--- src/verilog/la32r_consts.svh ---
`ifndef LA32R_CONSTS_SVH
`define LA32R_CONSTS_SVH

// datapath widths
`define LA32R_WORD_W      32
`define LA32R_REG_ADDR_W  5
`define LA32R_ALU_OP_W    12
`define LA32R_IMM12_W     12
`define LA32R_IMM20_W     20

// opcode field lengths counted from bit 31 down
`define LA32R_OP6_W   6
`define LA32R_OP7_W   7
`define LA32R_OP10_W  10
`define LA32R_OP17_W  17

// 3r and shift-immediate ops in inst[31:15]
`define LA32R_OP_ADD_W   17'h00020
`define LA32R_OP_SUB_W   17'h00022
`define LA32R_OP_SLT     17'h00024
`define LA32R_OP_SLTU    17'h00025
`define LA32R_OP_NOR     17'h00028
`define LA32R_OP_AND     17'h00029
`define LA32R_OP_OR      17'h0002a
`define LA32R_OP_XOR     17'h0002b
`define LA32R_OP_SLL_W   17'h0002e
`define LA32R_OP_SRL_W   17'h0002f
`define LA32R_OP_SRA_W   17'h00030
`define LA32R_OP_SLLI_W  17'h00081
`define LA32R_OP_SRLI_W  17'h00089
`define LA32R_OP_SRAI_W  17'h00091

// 2ri12 ops in inst[31:22]
`define LA32R_OP_SLTI    10'h008
`define LA32R_OP_SLTUI   10'h009
`define LA32R_OP_ADDI_W  10'h00a
`define LA32R_OP_ANDI    10'h00d
`define LA32R_OP_ORI     10'h00e
`define LA32R_OP_XORI    10'h00f
`define LA32R_OP_LD_W    10'h0a2
`define LA32R_OP_ST_W    10'h0a6

// 1ri20 ops in inst[31:25]
`define LA32R_OP_LU12I_W    7'h0a
`define LA32R_OP_PCADDU12I  7'h0e

// jump and branch ops in inst[31:26]
`define LA32R_OP_JIRL  6'h13
`define LA32R_OP_B     6'h14
`define LA32R_OP_BL    6'h15
`define LA32R_OP_BEQ   6'h16
`define LA32R_OP_BNE   6'h17
`define LA32R_OP_BLT   6'h18
`define LA32R_OP_BGE   6'h19
`define LA32R_OP_BLTU  6'h1a
`define LA32R_OP_BGEU  6'h1b

// link register and return increment
`define LA32R_LINK_REG     5'd1
`define LA32R_LINK_OFFSET  32'd4

`endif

--- src/verilog/la32r_isa_pkg.sv ---
`include "la32r_consts.svh"

package la32r_isa_pkg;

    // one data word or byte address
    typedef logic [`LA32R_WORD_W-1:0] word_t;

    // raw instruction word as fetched
    typedef logic [`LA32R_WORD_W-1:0] inst_t;

    // architectural register number
    typedef logic [`LA32R_REG_ADDR_W-1:0] reg_addr_t;

    // si12 or ui12 field of the 2ri12 format
    typedef logic [`LA32R_IMM12_W-1:0] imm12_t;

    // si20 field of lu12i.w and pcaddu12i
    typedef logic [`LA32R_IMM20_W-1:0] imm20_t;

endpackage

--- src/verilog/id_ctrl_pkg.sv ---
`include "la32r_consts.svh"

package id_ctrl_pkg;

    // one-hot alu op from msb down
    // add sub slt sltu and nor or xor sll srl sra lui
    typedef logic [`LA32R_ALU_OP_W-1:0] alu_op_t;

    // immediate extension kind
    // bit 2 zero-ext 12, bit 1 sign-ext 12, bit 0 upper 20
    typedef logic [2:0] imm_kind_t;

    // operand overrides
    // bit 1 pc as src1, bit 0 link constant as src2
    typedef logic [1:0] src_sel_t;

    // conditional branch hits from msb down
    // beq bne blt bge bltu bgeu
    typedef logic [5:0] br_cond_t;

endpackage

--- src/verilog/id_inst_decode.sv ---
`timescale 1ns/1ps
`include "la32r_consts.svh"

module id_inst_decode (
    input  la32r_isa_pkg::inst_t     inst_i,
    input  logic                     valid_i,
    output id_ctrl_pkg::alu_op_t     alu_op_o,
    output id_ctrl_pkg::imm_kind_t   imm_kind_o,
    output id_ctrl_pkg::src_sel_t    src_sel_o,
    output logic                     shf_imm_o,
    output logic                     is_load_o,
    output logic                     is_store_o,
    output logic                     is_jump_o,
    output logic                     is_jr_o,
    output id_ctrl_pkg::br_cond_t    br_cond_o,
    output logic                     reads_rj_o,
    output logic                     reads_rk_o,
    output la32r_isa_pkg::reg_addr_t rj_addr_o,
    output la32r_isa_pkg::reg_addr_t rk_addr_o,
    output logic                     wb_we_o,
    output la32r_isa_pkg::reg_addr_t wb_addr_o
);

    // opcode fields of each format length
    wire [`LA32R_OP6_W-1:0]  op6  = inst_i[31:26];
    wire [`LA32R_OP7_W-1:0]  op7  = inst_i[31:25];
    wire [`LA32R_OP10_W-1:0] op10 = inst_i[31:22];
    wire [`LA32R_OP17_W-1:0] op17 = inst_i[31:15];

    // register fields
    wire [4:0] rd = inst_i[4:0];
    wire [4:0] rj = inst_i[9:5];
    wire [4:0] rk = inst_i[14:10];

    // per-instruction hits, all masked by valid
    wire i_add_w   = valid_i && (op17 == `LA32R_OP_ADD_W);
    wire i_sub_w   = valid_i && (op17 == `LA32R_OP_SUB_W);
    wire i_slt     = valid_i && (op17 == `LA32R_OP_SLT);
    wire i_sltu    = valid_i && (op17 == `LA32R_OP_SLTU);
    wire i_nor     = valid_i && (op17 == `LA32R_OP_NOR);
    wire i_and     = valid_i && (op17 == `LA32R_OP_AND);
    wire i_or      = valid_i && (op17 == `LA32R_OP_OR);
    wire i_xor     = valid_i && (op17 == `LA32R_OP_XOR);
    wire i_sll_w   = valid_i && (op17 == `LA32R_OP_SLL_W);
    wire i_srl_w   = valid_i && (op17 == `LA32R_OP_SRL_W);
    wire i_sra_w   = valid_i && (op17 == `LA32R_OP_SRA_W);
    wire i_slli_w  = valid_i && (op17 == `LA32R_OP_SLLI_W);
    wire i_srli_w  = valid_i && (op17 == `LA32R_OP_SRLI_W);
    wire i_srai_w  = valid_i && (op17 == `LA32R_OP_SRAI_W);
    wire i_slti    = valid_i && (op10 == `LA32R_OP_SLTI);
    wire i_sltui   = valid_i && (op10 == `LA32R_OP_SLTUI);
    wire i_addi_w  = valid_i && (op10 == `LA32R_OP_ADDI_W);
    wire i_andi    = valid_i && (op10 == `LA32R_OP_ANDI);
    wire i_ori     = valid_i && (op10 == `LA32R_OP_ORI);
    wire i_xori    = valid_i && (op10 == `LA32R_OP_XORI);
    wire i_ld_w    = valid_i && (op10 == `LA32R_OP_LD_W);
    wire i_st_w    = valid_i && (op10 == `LA32R_OP_ST_W);
    wire i_lu12i_w = valid_i && (op7 == `LA32R_OP_LU12I_W);
    wire i_pcaddu  = valid_i && (op7 == `LA32R_OP_PCADDU12I);
    wire i_jirl    = valid_i && (op6 == `LA32R_OP_JIRL);
    wire i_b       = valid_i && (op6 == `LA32R_OP_B);
    wire i_bl      = valid_i && (op6 == `LA32R_OP_BL);

    // link instructions write pc+4
    wire link = i_bl | i_jirl;
    wire ui20 = i_lu12i_w | i_pcaddu;
    wire alu_imm12 = i_slti | i_sltui | i_addi_w | i_andi | i_ori | i_xori;

    // conditional branches in br_cond_t order
    assign br_cond_o = {
        valid_i && (op6 == `LA32R_OP_BEQ),
        valid_i && (op6 == `LA32R_OP_BNE),
        valid_i && (op6 == `LA32R_OP_BLT),
        valid_i && (op6 == `LA32R_OP_BGE),
        valid_i && (op6 == `LA32R_OP_BLTU),
        valid_i && (op6 == `LA32R_OP_BGEU)
    };

    assign is_jr_o    = i_jirl;
    assign is_jump_o  = i_jirl | i_b | i_bl | (|br_cond_o);
    assign is_load_o  = i_ld_w;
    assign is_store_o = i_st_w;
    assign shf_imm_o  = i_slli_w | i_srli_w | i_srai_w;

    // address arithmetic of loads, stores and links goes through add
    assign alu_op_o = {
        i_add_w | i_addi_w | i_ld_w | i_st_w | link | i_pcaddu,
        i_sub_w,
        i_slt | i_slti,
        i_sltu | i_sltui,
        i_and | i_andi,
        i_nor,
        i_or | i_ori,
        i_xor | i_xori,
        i_sll_w | i_slli_w,
        i_srl_w | i_srli_w,
        i_sra_w | i_srai_w,
        i_lu12i_w
    };

    assign imm_kind_o = {
        i_andi | i_ori | i_xori,
        i_addi_w | i_slti | i_sltui | i_ld_w | i_st_w,
        ui20
    };
    assign src_sel_o = {link | i_pcaddu, link};

    // sources actually read from the register file
    assign reads_rj_o = ~(ui20 | i_b | i_bl);
    assign reads_rk_o = ~(shf_imm_o | alu_imm12 | i_ld_w | i_b | i_bl | ui20);

    // compares and st.w take rd on the second port
    assign rj_addr_o = rj;
    assign rk_addr_o = ((|br_cond_o) | i_st_w) ? rd : rk;

    // b, conditional branches and st.w write nothing
    assign wb_we_o   = valid_i & ~(i_b | (|br_cond_o) | i_st_w);
    assign wb_addr_o = !wb_we_o ? '0 : (i_bl ? `LA32R_LINK_REG : rd);

endmodule

--- src/verilog/id_operand_mux.sv ---
`timescale 1ns/1ps
`include "la32r_consts.svh"

module id_operand_mux (
    input  la32r_isa_pkg::inst_t   inst_i,
    input  la32r_isa_pkg::word_t   pc_i,
    input  la32r_isa_pkg::word_t   rj_data_i,
    input  la32r_isa_pkg::word_t   rk_data_i,
    input  id_ctrl_pkg::imm_kind_t imm_kind_i,
    input  id_ctrl_pkg::src_sel_t  src_sel_i,
    input  logic                   shf_imm_i,
    output la32r_isa_pkg::word_t   src1_o,
    output la32r_isa_pkg::word_t   src2_o
);

    la32r_isa_pkg::imm12_t imm12;
    la32r_isa_pkg::imm20_t imm20;

    // si12 sits at [21:10], si20 at [24:5]
    assign imm12 = inst_i[21:10];
    assign imm20 = inst_i[24:5];

    // pc feeds the adder for links and pcaddu12i
    assign src1_o = src_sel_i[1] ? pc_i : rj_data_i;

    // first match wins
    always_comb begin
        if (src_sel_i[0]) begin
            src2_o = `LA32R_LINK_OFFSET;
        end else if (imm_kind_i[2]) begin
            src2_o = {20'd0, imm12};
        end else if (imm_kind_i[1]) begin
            src2_o = {{20{imm12[11]}}, imm12};
        end else if (imm_kind_i[0]) begin
            src2_o = {imm20, 12'd0};
        end else if (shf_imm_i) begin
            // ui5 shift amount in the rk slot
            src2_o = {27'd0, inst_i[14:10]};
        end else begin
            src2_o = rk_data_i;
        end
    end

endmodule

--- src/verilog/id_branch_unit.sv ---
`timescale 1ns/1ps

module id_branch_unit (
    input  la32r_isa_pkg::inst_t  inst_i,
    input  la32r_isa_pkg::word_t  pc_i,
    input  la32r_isa_pkg::word_t  rj_data_i,
    input  la32r_isa_pkg::word_t  rk_data_i,
    input  logic                  is_jump_i,
    input  logic                  is_jr_i,
    input  id_ctrl_pkg::br_cond_t br_cond_i,
    input  logic                  id_over_i,
    output logic                  jbr_taken_o,
    output la32r_isa_pkg::word_t  jbr_target_o
);

    la32r_isa_pkg::word_t off16;
    la32r_isa_pkg::word_t off26;
    logic is_br;
    logic uncond;
    logic rj_eq_rk;
    logic rj_lt_s;
    logic rj_lt_u;
    logic cond_ok;

    // word offsets, sign-extended
    // offs26 is split with the high part in [9:0]
    assign off16 = {{14{inst_i[25]}}, inst_i[25:10], 2'b00};
    assign off26 = {{4{inst_i[9]}}, inst_i[9:0], inst_i[25:10], 2'b00};

    // jirl, b and bl always redirect
    assign is_br  = |br_cond_i;
    assign uncond = is_jump_i & ~is_br;

    // rk port carries rd for compares
    assign rj_eq_rk = (rj_data_i == rk_data_i);
    assign rj_lt_s  = ($signed(rj_data_i) < $signed(rk_data_i));
    assign rj_lt_u  = (rj_data_i < rk_data_i);

    assign cond_ok = (br_cond_i[5] &  rj_eq_rk)
                   | (br_cond_i[4] & ~rj_eq_rk)
                   | (br_cond_i[3] &  rj_lt_s)
                   | (br_cond_i[2] & ~rj_lt_s)
                   | (br_cond_i[1] &  rj_lt_u)
                   | (br_cond_i[0] & ~rj_lt_u);

    // jirl is register relative, the rest pc relative
    always_comb begin
        if (is_jr_i) begin
            jbr_target_o = rj_data_i + off16;
        end else if (is_br) begin
            jbr_target_o = pc_i + off16;
        end else begin
            jbr_target_o = pc_i + off26;
        end
    end

    // no redirect until decode has completed
    assign jbr_taken_o = id_over_i & (uncond | cond_ok);

endmodule

--- src/verilog/id_hazard_unit.sv ---
`timescale 1ns/1ps

module id_hazard_unit (
    input  logic                     valid_i,
    input  la32r_isa_pkg::reg_addr_t rj_addr_i,
    input  la32r_isa_pkg::reg_addr_t rk_addr_i,
    input  logic                     reads_rj_i,
    input  logic                     reads_rk_i,
    input  logic                     is_jump_i,
    input  la32r_isa_pkg::reg_addr_t ex_dest_i,
    input  la32r_isa_pkg::reg_addr_t mem_dest_i,
    input  la32r_isa_pkg::reg_addr_t wb_dest_i,
    input  logic                     if_over_i,
    output logic                     id_over_o
);

    logic rj_hazard;
    logic rk_hazard;

    // r0 never conflicts, a zero dest means no write
    assign rj_hazard = reads_rj_i && (rj_addr_i != '0)
                    && ((rj_addr_i == ex_dest_i) || (rj_addr_i == mem_dest_i)
                        || (rj_addr_i == wb_dest_i));
    assign rk_hazard = reads_rk_i && (rk_addr_i != '0)
                    && ((rk_addr_i == ex_dest_i) || (rk_addr_i == mem_dest_i)
                        || (rk_addr_i == wb_dest_i));

    // jumps also wait for fetch to accept the redirect
    assign id_over_o = valid_i & ~rj_hazard & ~rk_hazard & (~is_jump_i | if_over_i);

endmodule

--- src/verilog/id_stage.sv ---
`timescale 1ns/1ps

module id_stage (
    input  logic                     clk_i,
    input  logic                     rst_n_i,
    input  logic                     if_valid_i,
    input  la32r_isa_pkg::word_t     if_pc_i,
    input  la32r_isa_pkg::inst_t     if_inst_i,
    input  la32r_isa_pkg::word_t     rj_data_i,
    input  la32r_isa_pkg::word_t     rk_data_i,
    input  la32r_isa_pkg::reg_addr_t ex_dest_i,
    input  la32r_isa_pkg::reg_addr_t mem_dest_i,
    input  la32r_isa_pkg::reg_addr_t wb_dest_i,
    input  logic                     if_over_i,
    output logic                     allow_in_o,
    output la32r_isa_pkg::reg_addr_t rj_addr_o,
    output la32r_isa_pkg::reg_addr_t rk_addr_o,
    output id_ctrl_pkg::alu_op_t     alu_op_o,
    output la32r_isa_pkg::word_t     src1_o,
    output la32r_isa_pkg::word_t     src2_o,
    output logic                     is_load_o,
    output logic                     is_store_o,
    output la32r_isa_pkg::word_t     st_data_o,
    output logic                     wb_we_o,
    output la32r_isa_pkg::reg_addr_t wb_addr_o,
    output la32r_isa_pkg::word_t     pc_o,
    output logic                     id_over_o,
    output logic                     jbr_taken_o,
    output la32r_isa_pkg::word_t     jbr_target_o
);

    // entry register
    logic                 entry_valid;
    la32r_isa_pkg::word_t entry_pc;
    la32r_isa_pkg::inst_t entry_inst;

    // decoded control between the submodules
    id_ctrl_pkg::imm_kind_t imm_kind;
    id_ctrl_pkg::src_sel_t  src_sel;
    id_ctrl_pkg::br_cond_t  br_cond;
    logic                   shf_imm;
    logic                   is_jump;
    logic                   is_jr;
    logic                   reads_rj;
    logic                   reads_rk;

    // empty entry or one leaving this cycle
    assign allow_in_o = ~entry_valid | id_over_o;

    always_ff @(posedge clk_i or negedge rst_n_i) begin
        if (!rst_n_i) begin
            entry_valid <= 1'b0;
        end else if (allow_in_o) begin
            entry_valid <= if_valid_i;
        end
    end

    always_ff @(posedge clk_i) begin
        if (allow_in_o) begin
            entry_pc   <= if_pc_i;
            entry_inst <= if_inst_i;
        end
    end

    assign pc_o      = entry_pc;
    assign st_data_o = rk_data_i;

    // class outputs masked inside decode by the entry valid bit
    id_inst_decode u_decode (
        .inst_i     (entry_inst),
        .valid_i    (entry_valid),
        .alu_op_o   (alu_op_o),
        .imm_kind_o (imm_kind),
        .src_sel_o  (src_sel),
        .shf_imm_o  (shf_imm),
        .is_load_o  (is_load_o),
        .is_store_o (is_store_o),
        .is_jump_o  (is_jump),
        .is_jr_o    (is_jr),
        .br_cond_o  (br_cond),
        .reads_rj_o (reads_rj),
        .reads_rk_o (reads_rk),
        .rj_addr_o  (rj_addr_o),
        .rk_addr_o  (rk_addr_o),
        .wb_we_o    (wb_we_o),
        .wb_addr_o  (wb_addr_o)
    );

    id_operand_mux u_operands (
        .inst_i     (entry_inst),
        .pc_i       (entry_pc),
        .rj_data_i  (rj_data_i),
        .rk_data_i  (rk_data_i),
        .imm_kind_i (imm_kind),
        .src_sel_i  (src_sel),
        .shf_imm_i  (shf_imm),
        .src1_o     (src1_o),
        .src2_o     (src2_o)
    );

    id_branch_unit u_branch (
        .inst_i       (entry_inst),
        .pc_i         (entry_pc),
        .rj_data_i    (rj_data_i),
        .rk_data_i    (rk_data_i),
        .is_jump_i    (is_jump),
        .is_jr_i      (is_jr),
        .br_cond_i    (br_cond),
        .id_over_i    (id_over_o),
        .jbr_taken_o  (jbr_taken_o),
        .jbr_target_o (jbr_target_o)
    );

    id_hazard_unit u_hazard (
        .valid_i    (entry_valid),
        .rj_addr_i  (rj_addr_o),
        .rk_addr_i  (rk_addr_o),
        .reads_rj_i (reads_rj),
        .reads_rk_i (reads_rk),
        .is_jump_i  (is_jump),
        .ex_dest_i  (ex_dest_i),
        .mem_dest_i (mem_dest_i),
        .wb_dest_i  (wb_dest_i),
        .if_over_i  (if_over_i),
        .id_over_o  (id_over_o)
    );

endmodule

--- config.mk ---
export PLATFORM = sky130hd
export DESIGN_NAME = id_stage
export DESIGN_NICKNAME = d
export VERILOG_FILES = /design/src/verilog/la32r_isa_pkg.sv /design/src/verilog/id_ctrl_pkg.sv /design/src/verilog/id_inst_decode.sv /design/src/verilog/id_operand_mux.sv /design/src/verilog/id_branch_unit.sv /design/src/verilog/id_hazard_unit.sv /design/src/verilog/id_stage.sv
export VERILOG_INCLUDE_DIRS = /design/src /design/src/verilog
export SDC_FILE = /design/constraint.sdc
export NUM_CORES = 1
export LEC_CHECK = 0
export BUFFER_PORTS_ARGS = -buffer_cell sky130_fd_sc_hd__buf_2
export CAP_MARGIN = 15
export CORE_MARGIN = 2
export CORE_UTILIZATION = 40
export CTS_BUF_LIST = sky130_fd_sc_hd__clkbuf_8
export DETAILED_ROUTE_END_ITERATION = 16
export GPL_TIMING_DRIVEN = 0
export PLACE_DENSITY = 0.68
export SLEW_MARGIN = 20
export SYNTH_ARGS = -nofsm -noshare
export SYNTH_HDL_FRONTEND = slang
export SYNTH_SLANG_ARGS = --single-unit
--- constraint.sdc ---
create_clock -name clk_i -period 7.5 [get_ports clk_i]
set_input_delay 1.5 -clock clk_i [delete_from_list [all_inputs] [get_ports clk_i]]
set_output_delay 1.5 -clock clk_i [all_outputs]
set_load 0.01 [all_outputs]
==> results_dict.tcl <==
set metrics [dict create \
    ys_top_cells_by_area "edfxtp_1 (23%), ha_1 (13%), nand2_1 (5.9%)" \
    drive_above_1_share_pct 32.2 \
    critical_path.top_delay_family "compound AO/OA/AOI/OAI gates" \
    grt_max_degree 40 \
    multi_input_area_um2 5720 \
    coreArea_um2 20400 \
    fp.dieArea_um2 22000 \
    met3_usage_pct 5.25 \
    power_leakage_nw 5.18 \
    setup-tns-final_ns 0 \
    worst_pin_slew_ns 1.09 \
    yosys.cell_count.top_type "nand2_1" \
    route.detailed.drc 0 \
    met1_usage_pct 38.3 \
    synth_area_per_cell_um2 8.15 \
    synth_edf_count 64 \
    grt_pass1_vias 8431 \
    cts_tree "done" \
    root_buffer "clkbuf_8" \
    initial_utilization_pct 41.0 \
    die_h_um 148 \
    slowest_delay_ns 0.61 \
    cp_max_fo 6 \
    finalHoldViolCount 0 \
    grt_pass1_wl_um 48000 \
    min_period_over_period_pct 85.2 \
    final_nets 1614 \
    synth.largest_area_cell "edfxtp_1" \
    maxSlewHeadroom_pct 26.6 \
    dp.cells 1634 \
    period_minus_slack_ns 6.39 \
    rows 52 \
    async_flop_share_pct 1.54 \
    p_int_mw 2.59 \
    routed_via_density 5.51 \
    power_density_nw_per_um2 522 \
    vdd_drop_max_v 0.000262 \
    synth_nets 1263 \
    synth_area_um2 8350 \
    gp_congestion 0.944 \
    crit_path_end_kind "output port" \
    fmax_mhz 157 \
    clk_pin_slew_worst_paths_ns 0.09 \
    path_cells "buf_2 -> ha_1 -> a2111oi_0 -> o21ai_0 -> a41oi_1 -> a211o_1 -> nand3_1 -> a221oi_1 -> o21ai_0 -> xnor2_1 -> mux2i_1 -> buf_2" \
    synthTopCellsByCount "nand2_1 (131), ha_1 (90), a21oi_1 (71)" \
    cp_data_arrival_time_ns 4.89 \
    maxCapViolations 0 \
    place_area_um2 10400 \
    post-cts-setup-buffers 0 \
    overflow 0 \
    start_kind "primary input" \
    fillCellCount 2046 \
    clk_path_buf_depth 2 \
    antenna_found_initial 1 \
    ys.flop_type "edfxtp_1" \
    dp_slack_ns 1.21 \
    wl_per_cell_um 20.0 \
    crit_type "primary input to output port" \
    vias 9098 \
    finalNonFillerCells 1650 \
    grt_busiest_layer "met2" \
    io_buffers 339 \
    cts.sinks 65 \
    status "completed" \
    ant_nets 0 \
    gr-usage-all-layers_pct 28.8 \
    critPathSlowestCell "a221oi_1" \
    yosysSeqAreaShare_pct 23.3 \
    htree_levels 3 \
    layout_setup_ws_ns 1.11 \
    rsz0062_at_grt "false" \
    drt_iter0_markers 754 \
    synth_seq_cells 65 \
    whs_ns 0.794 \
    n_antenna_cell 0 \
    clk_latency_ns 0.39 \
    ctsHoldBuffers 0 \
    clock_power_share_pct 5.8 \
    required_ns 6.00 \
    ios 340 \
    pwr-share-seq_pct 17.5 \
    clock-skew-final_ns 0.0191 \
    areaGrowthSynthToFinish_pct 27.0 \
    dr.pass1.iters 6 \
    fin_area_um2 10600 \
    path_buf_inv 2 \
    die_w_um 148 \
    hold_class "flip-flop to flip-flop" \
    drt_wl_total_um 33000 \
    numCtsBuffers 9 \
    p_sw_mw 2.94 \
    cts_resized 0 \
    combPwrFrac_pct 76.7 \
    grtUsageMet2_pct 48.2 \
    synth_cells 1024 \
    synth_warnings 0 \
    regArea_um2 1950 \
    switching_share_pct 53.2 \
    setup_viol 0 \
    dp_hpwl_um 27100 \
    finalMaxSlewViolations 0 \
    synth_cell_types 71 \
    synth_top_area_share_pct 23.0 \
]
==> worst min-delay path, cell delays in order, from the launching register on <==
cell      delay (ns)
dfrtp_1         0.47
inv_1           0.19
o21bai_1        0.09
==> state kept, by name, summed over array words and instances, names as in the netlist <==
| signal | count |
|---|---|
| entry_valid | 1 |
| pc_o | 32 |
| entry_inst | 32 |
==> final cells by class <==
cell class                 count  share of cell area [%]
multi-input combinational    819                    54.0
sequential                    65                    18.4
timing repair buffer         340                    16.2
buffer                        80                    4.36
tap                          270                    3.19
inverter                      60                    2.13
clock buffer                   9                    1.17
clock inverter                 7                   0.602
==> path summary, 6_finish.rpt <==
path	start	end	slack [ns]	depth (start not counted)
max	rj_data_i[8]	jbr_target_o[31]	1.11	12
min	entry_valid	entry_valid	0.79	2
max reg2reg	entry_inst[23]	entry_inst[19]	3.18	11
min reg2reg	entry_valid	entry_valid	0.79	2
max in group asynchronous	rst_n_i	entry_valid	6.54	1
min in group asynchronous	rst_n_i	entry_valid	0.87	1
==> power groups by stage <==
stage	Combinational, mW	Sequential [mW]	Clock, mW
2_1_floorplan	2.82	0.909	0
3_3_place_gp	4.13	0.999	0
3_5_place_dp	4.20	0.967	0
4_1_cts	4.22	0.959	0.322
5_1_grt	4.66	0.987	0.335
6_report	4.24	0.967	0.319
==> cell families after synthesis <==
| logic type | after synthesis | share of synthesized area, % |
|---|---|---|
| DFF | 65 | 23.3 |
| buffers and inverters | 140 | 8.23 |
| xor gates and xnor gates | 77 | 8.08 |
| muxes | 42 | 5.50 |
| and+or+nand+nor | 326 | 18.9 |
| AOI/OAI and AO/OA | 282 | 22.0 |
| adders and majority gates | 92 | 14.0 |
==> routing by layer <==
layer | vias up | wire length, um
met2 | 418 | 15600
li1 | 4432 | -
met4 | 2 | 707
met1 | 4206 | 14000
met3 | 40 | 2710
met5 | - | 5
==> stage by stage <==
step	utilization (%)	power, mW
floorplan	-	3.73
global placement	51.0	5.13
detailed placement	51.1	5.16
CTS	52.0	5.50
global route	52.0	5.98
finish	52.0	5.53
==> layout by cell type, fill, tap and decap left out, drive strengths merged, types with 4 or more instances in the layout <==
master     n
nand2b    10
a31o       4
nand2    131
clkbuf    45
o21a      16
edfxtp    64
nand3     29
a41oi      5
a211oi    10
a211o      6
or3        9
inv       62
and2       8
nor2      52
nor3      27
o21bai     5
a31oi     28
a21o      32
xnor2     39
nand4     14
buf      383
ha        90
o22ai      5
a22oi      4
nor2b      8
xor2      38
o31ai      5
and3       8
or4        5
o211ai     6
o2111ai    4
mux2i     11
o21ai     59
a21oi     71
mux2      31
nor4       4
No activity file was read; power rests on OpenSTA's default activity.
